`src/verilog/dbg_trig_pkg.sv`:
```
package dbg_trig_pkg;

  ////////////////////////////////////////
  // Sizes
  ////////////////////////////////////////

  localparam int NUM_TRIGGERS = 2;   // Implemented trigger count
  localparam int XLEN         = 32;  // CSR and address width
  localparam int TSEL_W       = 1;   // Width of a trigger index

  ////////////////////////////////////////
  // tdata1 field positions
  ////////////////////////////////////////

  localparam int TTYPE_HI  = 31;
  localparam int TTYPE_LO  = 28;
  localparam int DMODE_BIT = 27;     // Debug-mode-only access

  // mcontrol6 layout
  localparam int MC6_MATCH_HI = 10;
  localparam int MC6_MATCH_LO = 7;
  localparam int MC6_M        = 6;   // Match in machine mode
  localparam int MC6_U        = 3;   // Match in user mode
  localparam int MC6_EXECUTE  = 2;
  localparam int MC6_STORE    = 1;
  localparam int MC6_LOAD     = 0;

  // Exception trigger layout
  localparam int ETRIG_M = 9;
  localparam int ETRIG_U = 6;

  // Exception codes the core can raise: 0,1,2,3,5,7,8,11
  localparam logic [XLEN-1:0] ETRIG_TDATA2_MASK = 32'h0000_09AF;

  // Disabled type with dmode set
  localparam logic [XLEN-1:0] TDATA1_RST_VAL = 32'hF800_0000;

  // Types 5, 6 and 15 supported
  localparam logic [XLEN-1:0] TINFO_VAL = 32'h0000_8060;

  ////////////////////////////////////////
  // Encodings
  ////////////////////////////////////////

  typedef enum logic [3:0] {
    TT_ETRIGGER  = 4'd5,
    TT_MCONTROL6 = 4'd6,
    TT_DISABLED  = 4'd15
  } ttype_e;

  typedef enum logic [3:0] {
    MATCH_EQ = 4'd0,  // Address equal
    MATCH_GE = 4'd2,  // Address greater or equal
    MATCH_LT = 4'd3   // Address less than
  } match_e;

  typedef enum logic [1:0] {
    PRIV_U = 2'd0,
    PRIV_M = 2'd3
  } priv_lvl_e;

  ////////////////////////////////////////
  // Bundles
  ////////////////////////////////////////

  // CSR unit write port, strobes qualify wdata
  typedef struct packed {
    logic [XLEN-1:0] wdata;
    logic            tselect_we;
    logic            tdata1_we;
    logic            tdata2_we;
  } csr_wr_t;

  // Read data for every trigger CSR
  typedef struct packed {
    logic [XLEN-1:0] tselect;
    logic [XLEN-1:0] tdata1;
    logic [XLEN-1:0] tdata2;
    logic [XLEN-1:0] tdata3;
    logic [XLEN-1:0] tinfo;
    logic [XLEN-1:0] tcontrol;
  } csr_rd_t;

  // EX stage LSU request
  typedef struct packed {
    logic            valid;
    logic [XLEN-1:0] addr;
    logic            we;    // High for stores
    logic [3:0]      be;    // Byte enables within the word
    priv_lvl_e       priv;
  } lsu_req_t;

  // WB stage exception
  typedef struct packed {
    logic        valid;
    logic [10:0] cause;
    priv_lvl_e   priv;
  } exc_wb_t;

  // Stored configuration of one trigger
  typedef struct packed {
    logic [XLEN-1:0] tdata1;
    logic [XLEN-1:0] tdata2;
  } trig_cfg_t;

endpackage
```
`src/verilog/dbg_triggers.sv`:
```
`timescale 1ns/1ps

module dbg_triggers (
  input  logic                            clk,
  input  logic                            reset_i,
  input  dbg_trig_pkg::csr_wr_t           csr_wr_i,      // CSR write strobes and data
  output dbg_trig_pkg::csr_rd_t           csr_rd_o,      // CSR read data
  input  logic [dbg_trig_pkg::XLEN-1:0]   pc_if_i,       // Fetch PC
  input  dbg_trig_pkg::priv_lvl_e         priv_if_i,
  input  dbg_trig_pkg::lsu_req_t          lsu_ex_i,      // EX stage load/store
  input  dbg_trig_pkg::exc_wb_t           exc_wb_i,      // WB stage exception
  input  logic                            debug_mode_i,
  output logic                            match_if_o,    // Instruction address hit
  output logic                            match_ex_o,    // Load/store address hit
  output logic                            etrigger_wb_o  // Exception hit
);
  import dbg_trig_pkg::*;

  logic [XLEN-1:0] tselect_n;                  // WARL resolved next values
  logic [XLEN-1:0] tdata1_n;
  logic [XLEN-1:0] tdata2_n;
  trig_cfg_t       cfg [NUM_TRIGGERS];         // Per-trigger configuration

  logic [NUM_TRIGGERS-1:0] match_if;
  logic [NUM_TRIGGERS-1:0] match_ex;
  logic [NUM_TRIGGERS-1:0] etrig_wb;

  // Resolve write data against the selected trigger's current state
  trigger_warl u_warl (
    .wdata_i      (csr_wr_i.wdata),
    .cur_tselect_i(csr_rd_o.tselect),
    .cur_tdata1_i (csr_rd_o.tdata1),
    .cur_tdata2_i (csr_rd_o.tdata2),
    .tselect_n_o  (tselect_n),
    .tdata1_n_o   (tdata1_n),
    .tdata2_n_o   (tdata2_n)
  );

  trigger_csrs u_csrs (
    .clk        (clk),
    .reset_i    (reset_i),
    .csr_wr_i   (csr_wr_i),
    .tselect_n_i(tselect_n),
    .tdata1_n_i (tdata1_n),
    .tdata2_n_i (tdata2_n),
    .cfg_o      (cfg),
    .csr_rd_o   (csr_rd_o)
  );

  // One matcher per trigger
  for (genvar t = 0; t < NUM_TRIGGERS; t++) begin : g_trig
    trigger_match u_match (
      .cfg_i       (cfg[t]),
      .pc_if_i     (pc_if_i),
      .priv_if_i   (priv_if_i),
      .lsu_ex_i    (lsu_ex_i),
      .exc_wb_i    (exc_wb_i),
      .debug_mode_i(debug_mode_i),
      .match_if_o  (match_if[t]),
      .match_ex_o  (match_ex[t]),
      .etrigger_o  (etrig_wb[t])
    );
  end

  assign match_if_o    = |match_if;   // Any trigger fires
  assign match_ex_o    = |match_ex;
  assign etrigger_wb_o = |etrig_wb;

endmodule

```
`src/verilog/trigger_match.sv`:
```
`timescale 1ns/1ps

module trigger_match (
  input  dbg_trig_pkg::trig_cfg_t         cfg_i,         // Stored tdata1 / tdata2
  input  logic [dbg_trig_pkg::XLEN-1:0]   pc_if_i,
  input  dbg_trig_pkg::priv_lvl_e         priv_if_i,
  input  dbg_trig_pkg::lsu_req_t          lsu_ex_i,
  input  dbg_trig_pkg::exc_wb_t           exc_wb_i,
  input  logic                            debug_mode_i,  // Suppresses all matches
  output logic                            match_if_o,
  output logic                            match_ex_o,
  output logic                            etrigger_o
);
  import dbg_trig_pkg::*;

  logic            is_mc6;        // Configured as mcontrol6
  logic            is_etrig;      // Configured as exception trigger
  match_e          match_rule;
  logic [XLEN-1:0] tdata2;
  logic            if_addr_hit;
  logic [1:0]      be_hi_lsb;     // Highest enabled byte index
  logic [1:0]      be_lo_lsb;     // Lowest enabled byte index
  logic [XLEN-1:0] lsu_addr_hi;
  logic [XLEN-1:0] lsu_addr_lo;
  logic [3:0]      byte_sel;      // One-hot byte picked by tdata2[1:0]
  logic            lsu_addr_hit;
  logic            lsu_dir_en;    // Access direction enabled
  logic            exc_code_hit;

  // Privilege filter shared by all three paths
  function automatic logic priv_enabled(input priv_lvl_e lvl, input logic m_en,
                                        input logic u_en);
    return (m_en && (lvl == PRIV_M)) || (u_en && (lvl == PRIV_U));
  endfunction

  assign is_mc6     = cfg_i.tdata1[TTYPE_HI:TTYPE_LO] == TT_MCONTROL6;
  assign is_etrig   = cfg_i.tdata1[TTYPE_HI:TTYPE_LO] == TT_ETRIGGER;
  assign match_rule = match_e'(cfg_i.tdata1[MC6_MATCH_HI:MC6_MATCH_LO]);
  assign tdata2     = cfg_i.tdata2;

  ////////////////////////////////////////
  // Fetch address
  ////////////////////////////////////////

  always_comb begin
    case (match_rule)
      MATCH_EQ: if_addr_hit = pc_if_i == tdata2;
      MATCH_GE: if_addr_hit = pc_if_i >= tdata2;
      default:  if_addr_hit = pc_if_i <  tdata2;   // MATCH_LT
    endcase
  end

  assign match_if_o = is_mc6 && cfg_i.tdata1[MC6_EXECUTE] && if_addr_hit && !debug_mode_i &&
                      priv_enabled(priv_if_i, cfg_i.tdata1[MC6_M], cfg_i.tdata1[MC6_U]);

  ////////////////////////////////////////
  // Load / store address
  ////////////////////////////////////////

  // Edges of the accessed byte range
  always_comb begin
    be_hi_lsb = 2'd0;
    be_lo_lsb = 2'd3;
    for (int b = 0; b < 4; b++) begin
      if (lsu_ex_i.be[b]) be_hi_lsb = 2'(b);       // Last set bit wins
    end
    for (int b = 3; b >= 0; b--) begin
      if (lsu_ex_i.be[b]) be_lo_lsb = 2'(b);       // First set bit wins
    end
  end

  assign lsu_addr_hi = {lsu_ex_i.addr[XLEN-1:2], be_hi_lsb};
  assign lsu_addr_lo = {lsu_ex_i.addr[XLEN-1:2], be_lo_lsb};
  assign byte_sel    = 4'b0001 << tdata2[1:0];

  always_comb begin
    case (match_rule)
      // Same word, and the addressed byte is part of the access
      MATCH_EQ: lsu_addr_hit = (lsu_ex_i.addr[XLEN-1:2] == tdata2[XLEN-1:2]) &&
                               |(lsu_ex_i.be & byte_sel);
      MATCH_GE: lsu_addr_hit = lsu_addr_hi >= tdata2;
      default:  lsu_addr_hit = lsu_addr_lo <  tdata2;
    endcase
  end

  assign lsu_dir_en = (cfg_i.tdata1[MC6_LOAD]  && !lsu_ex_i.we) ||
                      (cfg_i.tdata1[MC6_STORE] &&  lsu_ex_i.we);

  assign match_ex_o = is_mc6 && lsu_ex_i.valid && lsu_dir_en && lsu_addr_hit && !debug_mode_i &&
                      priv_enabled(lsu_ex_i.priv, cfg_i.tdata1[MC6_M], cfg_i.tdata1[MC6_U]);

  ////////////////////////////////////////
  // Exception cause
  ////////////////////////////////////////

  // Causes beyond bit 31 of tdata2 never hit
  assign exc_code_hit = (exc_wb_i.cause < 11'(XLEN)) && tdata2[exc_wb_i.cause[4:0]];

  assign etrigger_o = is_etrig && exc_wb_i.valid && exc_code_hit && !debug_mode_i &&
                      priv_enabled(exc_wb_i.priv, cfg_i.tdata1[ETRIG_M], cfg_i.tdata1[ETRIG_U]);

endmodule

```
`src/verilog/trigger_csrs.sv`:
```
`timescale 1ns/1ps

module trigger_csrs (
  input  logic                            clk,
  input  logic                            reset_i,
  input  dbg_trig_pkg::csr_wr_t           csr_wr_i,
  input  logic [dbg_trig_pkg::XLEN-1:0]   tselect_n_i,   // Resolved next tselect
  input  logic [dbg_trig_pkg::XLEN-1:0]   tdata1_n_i,    // Resolved next tdata1
  input  logic [dbg_trig_pkg::XLEN-1:0]   tdata2_n_i,    // Resolved next tdata2
  output dbg_trig_pkg::trig_cfg_t         cfg_o [dbg_trig_pkg::NUM_TRIGGERS],
  output dbg_trig_pkg::csr_rd_t           csr_rd_o
);
  import dbg_trig_pkg::*;

  logic [TSEL_W-1:0]       tselect_q;
  logic [XLEN-1:0]         tdata1_q [NUM_TRIGGERS];
  logic [XLEN-1:0]         tdata2_q [NUM_TRIGGERS];
  logic [NUM_TRIGGERS-1:0] tdata1_we;                // Decoded per-trigger strobes
  logic [NUM_TRIGGERS-1:0] tdata2_we;

  ////////////////////////////////////////
  // tselect
  ////////////////////////////////////////

  // Next value is already in range, upper bits are zero
  always_ff @(posedge clk) begin
    if (reset_i) begin
      tselect_q <= '0;
    end else if (csr_wr_i.tselect_we) begin
      tselect_q <= tselect_n_i[TSEL_W-1:0];
    end
  end

  ////////////////////////////////////////
  // Per-trigger tdata1 / tdata2
  ////////////////////////////////////////

  for (genvar t = 0; t < NUM_TRIGGERS; t++) begin : g_regs
    // Decode against the current selection, a same-cycle tselect write
    // lands afterwards
    assign tdata1_we[t] = csr_wr_i.tdata1_we && (tselect_q == TSEL_W'(t));
    assign tdata2_we[t] = csr_wr_i.tdata2_we && (tselect_q == TSEL_W'(t));

    always_ff @(posedge clk) begin
      if (reset_i) begin
        tdata1_q[t] <= TDATA1_RST_VAL;   // Disabled after reset
        tdata2_q[t] <= '0;
      end else begin
        if (tdata1_we[t]) begin
          tdata1_q[t] <= tdata1_n_i;
        end
        if (tdata2_we[t]) begin
          tdata2_q[t] <= tdata2_n_i;
        end
      end
    end

    assign cfg_o[t].tdata1 = tdata1_q[t];
    assign cfg_o[t].tdata2 = tdata2_q[t];
  end

  ////////////////////////////////////////
  // Read-back
  ////////////////////////////////////////

  // Zero-latency mux of the selected trigger
  always_comb begin
    csr_rd_o.tselect  = XLEN'(tselect_q);
    csr_rd_o.tdata1   = tdata1_q[tselect_q];
    csr_rd_o.tdata2   = tdata2_q[tselect_q];
    csr_rd_o.tdata3   = '0;          // Not implemented
    csr_rd_o.tinfo    = TINFO_VAL;
    csr_rd_o.tcontrol = '0;          // Not implemented
  end

endmodule

```
`src/verilog/trigger_warl.sv`:
```
`timescale 1ns/1ps

module trigger_warl (
  input  logic [dbg_trig_pkg::XLEN-1:0] wdata_i,       // Raw CSR write data
  input  logic [dbg_trig_pkg::XLEN-1:0] cur_tselect_i,
  input  logic [dbg_trig_pkg::XLEN-1:0] cur_tdata1_i,  // Selected trigger tdata1
  input  logic [dbg_trig_pkg::XLEN-1:0] cur_tdata2_i,  // Selected trigger tdata2
  output logic [dbg_trig_pkg::XLEN-1:0] tselect_n_o,
  output logic [dbg_trig_pkg::XLEN-1:0] tdata1_n_o,
  output logic [dbg_trig_pkg::XLEN-1:0] tdata2_n_o
);
  import dbg_trig_pkg::*;

  logic [3:0] wr_type;     // Type field of the write data
  logic [3:0] cur_type;    // Type field currently stored
  logic       tdata2_bad;  // tdata2 holds an exception code we never raise

  // Only EQ, GE and LT are implemented, anything else falls back to EQ
  function automatic logic [3:0] match_resolve(input logic [3:0] req);
    logic [3:0] res;
    case (req)
      MATCH_EQ, MATCH_GE, MATCH_LT: res = req;
      default:                      res = MATCH_EQ;
    endcase
    return res;
  endfunction

  assign wr_type    = wdata_i[TTYPE_HI:TTYPE_LO];
  assign cur_type   = cur_tdata1_i[TTYPE_HI:TTYPE_LO];
  assign tdata2_bad = |(cur_tdata2_i & ~ETRIG_TDATA2_MASK);

  ////////////////////////////////////////
  // tselect
  ////////////////////////////////////////

  // Out of range index keeps the old selection
  assign tselect_n_o = (wdata_i < XLEN'(NUM_TRIGGERS)) ? wdata_i : cur_tselect_i;

  ////////////////////////////////////////
  // tdata1
  ////////////////////////////////////////

  always_comb begin
    tdata1_n_o = TDATA1_RST_VAL;                          // Default is a disabled trigger
    case (wr_type)
      TT_MCONTROL6: begin
        tdata1_n_o                             = '0;
        tdata1_n_o[TTYPE_HI:TTYPE_LO]          = TT_MCONTROL6;
        tdata1_n_o[DMODE_BIT]                  = 1'b1;   // Writable from debug mode only
        tdata1_n_o[15:12]                      = 4'h1;   // Action, enter debug mode
        tdata1_n_o[MC6_MATCH_HI:MC6_MATCH_LO]  =
          match_resolve(wdata_i[MC6_MATCH_HI:MC6_MATCH_LO]);
        tdata1_n_o[MC6_M]                      = wdata_i[MC6_M];
        tdata1_n_o[MC6_U]                      = wdata_i[MC6_U];
        tdata1_n_o[MC6_EXECUTE]                = wdata_i[MC6_EXECUTE];
        tdata1_n_o[MC6_STORE]                  = wdata_i[MC6_STORE];
        tdata1_n_o[MC6_LOAD]                   = wdata_i[MC6_LOAD];
      end
      TT_ETRIGGER: begin
        // Accept only when tdata2 already holds legal codes
        if (!tdata2_bad) begin
          tdata1_n_o                    = '0;
          tdata1_n_o[TTYPE_HI:TTYPE_LO] = TT_ETRIGGER;
          tdata1_n_o[DMODE_BIT]         = 1'b1;
          tdata1_n_o[5:0]               = 6'd1;          // Action, enter debug mode
          tdata1_n_o[ETRIG_M]           = wdata_i[ETRIG_M];
          tdata1_n_o[ETRIG_U]           = wdata_i[ETRIG_U];
        end
      end
      default: begin
        // Disabled, legacy mcontrol and unknown types
        tdata1_n_o = TDATA1_RST_VAL;
      end
    endcase
  end

  ////////////////////////////////////////
  // tdata2
  ////////////////////////////////////////

  // Exception trigger keeps only the implemented cause bits
  always_comb begin
    if (cur_type == TT_ETRIGGER) begin
      tdata2_n_o = wdata_i & ETRIG_TDATA2_MASK;
    end else begin
      tdata2_n_o = wdata_i;                               // Any address is legal
    end
  end

endmodule

```
`config.mk`:
```
export PLATFORM = sky130hd
export DESIGN_NAME = dbg_triggers
export DESIGN_NICKNAME = d
export VERILOG_FILES = /design/src/verilog/dbg_trig_pkg.sv /design/src/verilog/dbg_triggers.sv /design/src/verilog/trigger_match.sv /design/src/verilog/trigger_csrs.sv /design/src/verilog/trigger_warl.sv
export SDC_FILE = /design/constraint.sdc
export NUM_CORES = 1
export LEC_CHECK = 0
export BUFFER_PORTS_ARGS = -buffer_cell sky130_fd_sc_hd__buf_2
export CAP_MARGIN = 20
export CORE_UTILIZATION = 40
export DETAILED_ROUTE_END_ITERATION = 7
export GPL_TIMING_DRIVEN = 0
export PLACE_DENSITY = 0.77
export SLEW_MARGIN = 20
export SYNTH_ARGS = -nofsm -noshare
export SYNTH_HDL_FRONTEND = slang
export SYNTH_HIERARCHICAL = 1
export SYNTH_SLANG_ARGS = --single-unit
```
`constraint.sdc`:
```
create_clock -name clk -period 2.82 [get_ports clk]
set_input_delay 0.564 -clock clk [delete_from_list [all_inputs] [get_ports clk]]
set_output_delay 0.564 -clock clk [all_outputs]
set_load 0.1 [all_outputs]
```
## Yosys cells after proc, flatten, opt, wreduce, memory -nomap -nowiden

Memories as Yosys holds them, arrays and structs flattened. A register that Yosys moved wholly into a read port is not among the register bits.
Index checks and enable logic that the tools add are counted.
W data, S select, Z words.

| cells by class | value |
|---|---|
| equal/unequal tests | 18 |
| mux-type cells | 40 |
| reductions and logical operators | 74 |
| shift operators | 2 |
| bitwise logic cells | 7 |
| $lt $le $gt $ge | 11 |

Operators with widths:

| kind | number |
|---|---|
| $mux W32 | 6 |
| $ge A32 B32 Y1 | 4 |
| $lt A32 B32 Y1 | 4 |
| $eq A32 B32 Y1 | 2 |
| $pmux W32 S2 | 1 |
| $eq A30 B30 Y1 | 2 |
| $logic_and A1 B1 Y1 | 50 |
| $lt A32 B2 Y1 const B | 1 |
| $eq A4 B3 Y1 const B | 7 |
| $reduce_or A24 Y1 | 1 |
| $mux W1 | 22 |
| $eq A4 B2 Y1 const B | 4 |
| $logic_not A4 Y1 | 3 |
| $lt A11 B6 Y1 const B | 1 |
| $bmux W1 S5 | 2 |
| $and A4 B4 Y4 | 2 |
| $logic_or A1 B1 Y1 | 8 |
| $mux W2 | 4 |
| $pmux W1 S2 | 4 |
| $reduce_or A4 Y1 | 2 |
| $shl A1 B2 Y4 const A | 2 |
| $eq A2 B2 Y1 const B | 3 |
| $logic_not A2 Y1 | 3 |
| $lt A5 B6 Y1 const B | 1 |
| 7 further kinds | 13 |

| storage, ports and cells | value |
|---|---|
| output and inout bits | 195 |
| RAM bits | 128 |
| memories | 2 |
| input bits | 126 |
| flip-flop bits (word level) | 1 |
| logic and storage cells | 155 |

Memories:

| memory | words | width | rd ports | clocked after Yosys merged registers in | wr ports | line | RTL |
|---|---|---|---|---|---|---|---|
| u_csrs.tdata1_q | 2 | 32 | 3 | 1 | 2 | trigger_csrs.sv:16 | `logic [XLEN-1:0] tdata1_q [NUM_TRIGGERS];` |
| u_csrs.tdata2_q | 2 | 32 | 3 | 1 | 2 | trigger_csrs.sv:17 | `logic [XLEN-1:0] tdata2_q [NUM_TRIGGERS];` |

## Longest topological paths before layout

An unclocked memory read counts as a cell.

| depth | value |
|---|---|
| depth in word-level cells | 10 |
| depth in mapped cells | 10 |
| mapped depth without buffers | 10 |

## Modules after synthesis

The synthesis kept the hierarchy.

By module, submodules not included:

| module | area an instance (µm²) | sequential area each (µm²) | times used | cells an instance |
|---|---|---|---|---|
| trigger_csrs | 6,638.9 | 3,883.7 | 1 | 550 |
| trigger_match | 2,038.2 | 0.0 | 2 | 260 |
| trigger_warl | 849.6 | 0.0 | 1 | 127 |
| dbg_triggers | 18.8 | 0.0 | 1 | 3 |

## Least setup slack after synthesis

OpenSTA, ideal clock, no wires.

| timing | value |
|---|---|
| kind | input-to-output |
| from | input lsu_ex_i[29] (netlist bit) |
| to | output match_ex_o |
| arrival time | 2.855 ns |
| stages on the path | 8 |
| required time | 2.256 ns |
| slack | -0.599 ns |
| buffers on the path | 0 |
| cells stage by stage | ha_1 a21oi_2 nand2_1 a221oi_2 a31oi_1 or4b_1 o32ai_1 or2_1 |

| between the ends | value |
|---|---|
| word-level cells in the longest chain between the ends | 7 |
| elaborated cells between the ends (all ways) | 17 |
| classes of those cells | 4 x order compare; 2 x eq/ne; 2 x mux; 9 x reduce/logical |

RTL lines:

| what | line | RTL |
|---|---|---|
| start, declared | dbg_triggers.sv:10 | `input dbg_trig_pkg::lsu_req_t lsu_ex_i,` |
| branches (longest 2 deep; another with $lt A32 B32 Y1) | n/a |  |
| $pmux W1 S2 * | trigger_match.sv:77 | `case (match_rule)` |
| $logic_and A1 B1 Y1 * (3 in series) | trigger_match.sv:89 | `assign match_ex_o = is_mc6 && lsu_ex_i.valid && lsu_dir_en && lsu_addr_hit && !debug_mode_i &&` |
| net match_ex[1] | dbg_triggers.sv:25 | `logic [NUM_TRIGGERS-1:0] match_ex;` |
| $reduce_or A2 Y1 * | dbg_triggers.sv:66 | `assign match_ex_o = \|match_ex;` |
| end, declared | dbg_triggers.sv:14 | `output logic match_ex_o,` |

Mark *: on every way through the listed nets, which the timed path passes.

==> results_dict.tcl <==
set metrics [dict create \
    clock-sinks 130 \
    fin_crit_sh 1.296 \
    grt_pass1_vias 9205 \
    dp_cells 1877 \
    maxCapViolCount 0 \
    violations "setup timing" \
    clock.fmax_mhz 273.6 \
    maxSlewHeadroom 0.4528 \
    wl_per_cell_um 17.62 \
    die_y_um 170.5 \
    crit_arrival_ns 3.09 \
    cts.clk_slew.worst_paths_ns 0.06 \
    die_area_mm2 0.02907 \
    rsz0062_at_grt "yes" \
    cts_tree "done" \
    cts_buffers 17 \
    post-place-ws_ns -0.8385 \
    core_mm2 0.02786 \
    period_minus_slack_ns 3.655 \
    first_pass_iters 4 \
    drtIter0Drc 624 \
    clk_latency_ns 0.42 \
    n_fill_cell 2473 \
    syn_area_mm2 0.01135 \
    routed_wirelength_mm 34.07 \
    globalRoute.totalOverflow 0 \
    setup_violations 3 \
    grt_pass1_wl_mm 50.07 \
    die_x_um 170.5 \
    p_leak_uw 0.006638 \
    instances_no_fill 1934 \
    tightest_slew_ns 0.8163 \
    hold_path.class "primary input to flop" \
    crit_fanout 3 \
    worstPathCellList "inv_2, ha_4, a21oi_2, o21ai_2, a221oi_2, a31oi_2, or4b_1, o32ai_2, or2_4, buf_12" \
    start_util 0.4076 \
    postSynthAreaPerCell_um2 9.738 \
    antenna_found_initial 16 \
    drv_slew 0 \
    rows 61 \
    layout-drive-gt1-share 0.3925 \
    viasPerCell 4.897 \
    finalHoldViolations 0 \
    clk_path_buf_depth 2 \
    setup_ws_ns -0.8353 \
    cp.required_ns 2.26 \
    yosysWarnings 6 \
    cts-hold-fix-buffers 0 \
    crit_type "flop to primary output" \
    via_count 9470 \
    post-route-cell-area_mm2 0.01480 \
    synthCells 1166 \
    nNetsFinal 1789 \
    io-pin-count 321 \
    crit_path_start_kind "flop" \
    grtUsageTotal 0.2320 \
    finalClockSkew_ns 0.006562 \
    hpwl_mm 28.27 \
    cts_max_level 4 \
    route.detailed.drc 0 \
    ir_worst_vdd_mv 0.3784 \
    critPathMaxStageDelay_ns 0.53 \
    end_kind "primary output" \
    cts_root_buf "clkbuf_16" \
    status "complete, but fails checks" \
    place_area_mm2 0.01385 \
    synthToLayoutAreaGrowth_pct 30.36 \
    cellPowerDensity_mw_per_mm2 472.8 \
    place.gp.congestion 0.9077 \
    drtAntennaViolNets 0 \
    slowest_stage "or4b_1" \
    port_buffers 188 \
    grt_max_degree 33 \
]
[path summary, 6_finish.rpt]
kind / end / depth (start not counted) / slack [ns] / start
worst max-delay path: match_ex_o / 10 / -0.84 / u_csrs/tdata2_q[0][13]
worst min register to register: u_csrs/tselect_q / 2 / 0.66 / u_csrs/tselect_q
worst max register to register: u_csrs/tdata1_q[0][31] / 8 / 0.11 / flop
worst min-delay path: u_csrs/tselect_q / 3 / 0.44 / csr_wr_i[2]
[through the flow]
step	hold WS, ns	power (µW)	util	TNS (ns)
global placement	0.6379	4732	0.4951	-12.52
CTS	0.4257	6975	0.5245	-1.953
floorplan	0.5708	4323	-	-0.1150
detailed placement	0.6431	4781	0.4971	-3.043
finish	0.4420	6998	0.5313	-1.991
global route	0.4593	7247	0.5307	-2.220
[layout make-up]
type                    instances  area [µm²]  area share
multi-input cells             912        7002      0.4730
flip-flops and latches        130        3884      0.2624
plain buffers                 190        1403     0.09476
repair buffers                205        1150     0.07768
well taps                     378       473.0     0.03195
clock buffers                  19       432.9     0.02925
inverters                      77       289.0     0.01953
clock inverters                11       138.9    0.009383
diodes                         12       30.03    0.002029
[cells in the final DEF (no fill, tap or decap), types with 5 or more instances in the layout]
| cell | count |
|---|---|
| a211oi_1 | 5 |
| a21o_1 | 11 |
| a21oi_1 | 48 |
| a21oi_2 | 6 |
| and2_1 | 5 |
| buf_2 | 193 |
| buf_4 | 183 |
| buf_6 | 7 |
| clkbuf_1 | 9 |
| clkbuf_16 | 17 |
| conb_1 | 147 |
| diode_2 | 12 |
| edfxtp_1 | 128 |
| ha_1 | 96 |
| ha_4 | 34 |
| inv_1 | 61 |
| inv_2 | 16 |
| mux2_2 | 66 |
| mux4_2 | 22 |
| nand2_1 | 74 |
| nand2b_1 | 34 |
| nand3_1 | 29 |
| nand4_1 | 29 |
| nor2_1 | 140 |
| nor2b_1 | 26 |
| nor3_1 | 12 |
| nor4_1 | 12 |
| o21ai_0 | 20 |
| or3_1 | 10 |
[worst max-delay path, delay by kind of cell, from the launching register on]
family | cells | cell delay [ns]
flip-flops | 1 | 0.50
AO/OA/AOI/OAI | 5 | 0.90
buffers and inverters | 2 | 0.33
AND/OR/NAND/NOR | 2 | 0.71
adder cells (fa/ha/maj) | 1 | 0.22
[registers in the layout (all words and copies together) (netlist names), named ones only]
signal / flops
u_csrs/tdata1_q: 64
u_csrs/tdata2_q: 64
u_csrs/tselect_q: 1
[routing by layer]
layer / track usage / wire [µm] / vias up
li1: - / - / 4633
met1: 0.2774 / 13710 / 4373
met2: 0.3876 / 16300 / 389
met3: 0.07302 / 2995 / 67
met4: 0.08931 / 1009 / 8
met5: 0 / 57 / -
[timing repair]
action | in CTS | in global routing
hold endpoints to repair | 0 | 0
setup endpoints to repair | 11 | 7
pin swaps | 10 | 13
buffers inserted | 9 | 6
gates resized for setup | 41 | 19
[power breakdown]
part	total (µW)	switching (µW)	internal [µW]
Combinational	2540	1860	679
Sequential	2290	67.6	2220
Clock	2170	803	1370
No activity file was read; power rests on OpenSTA's default activity.
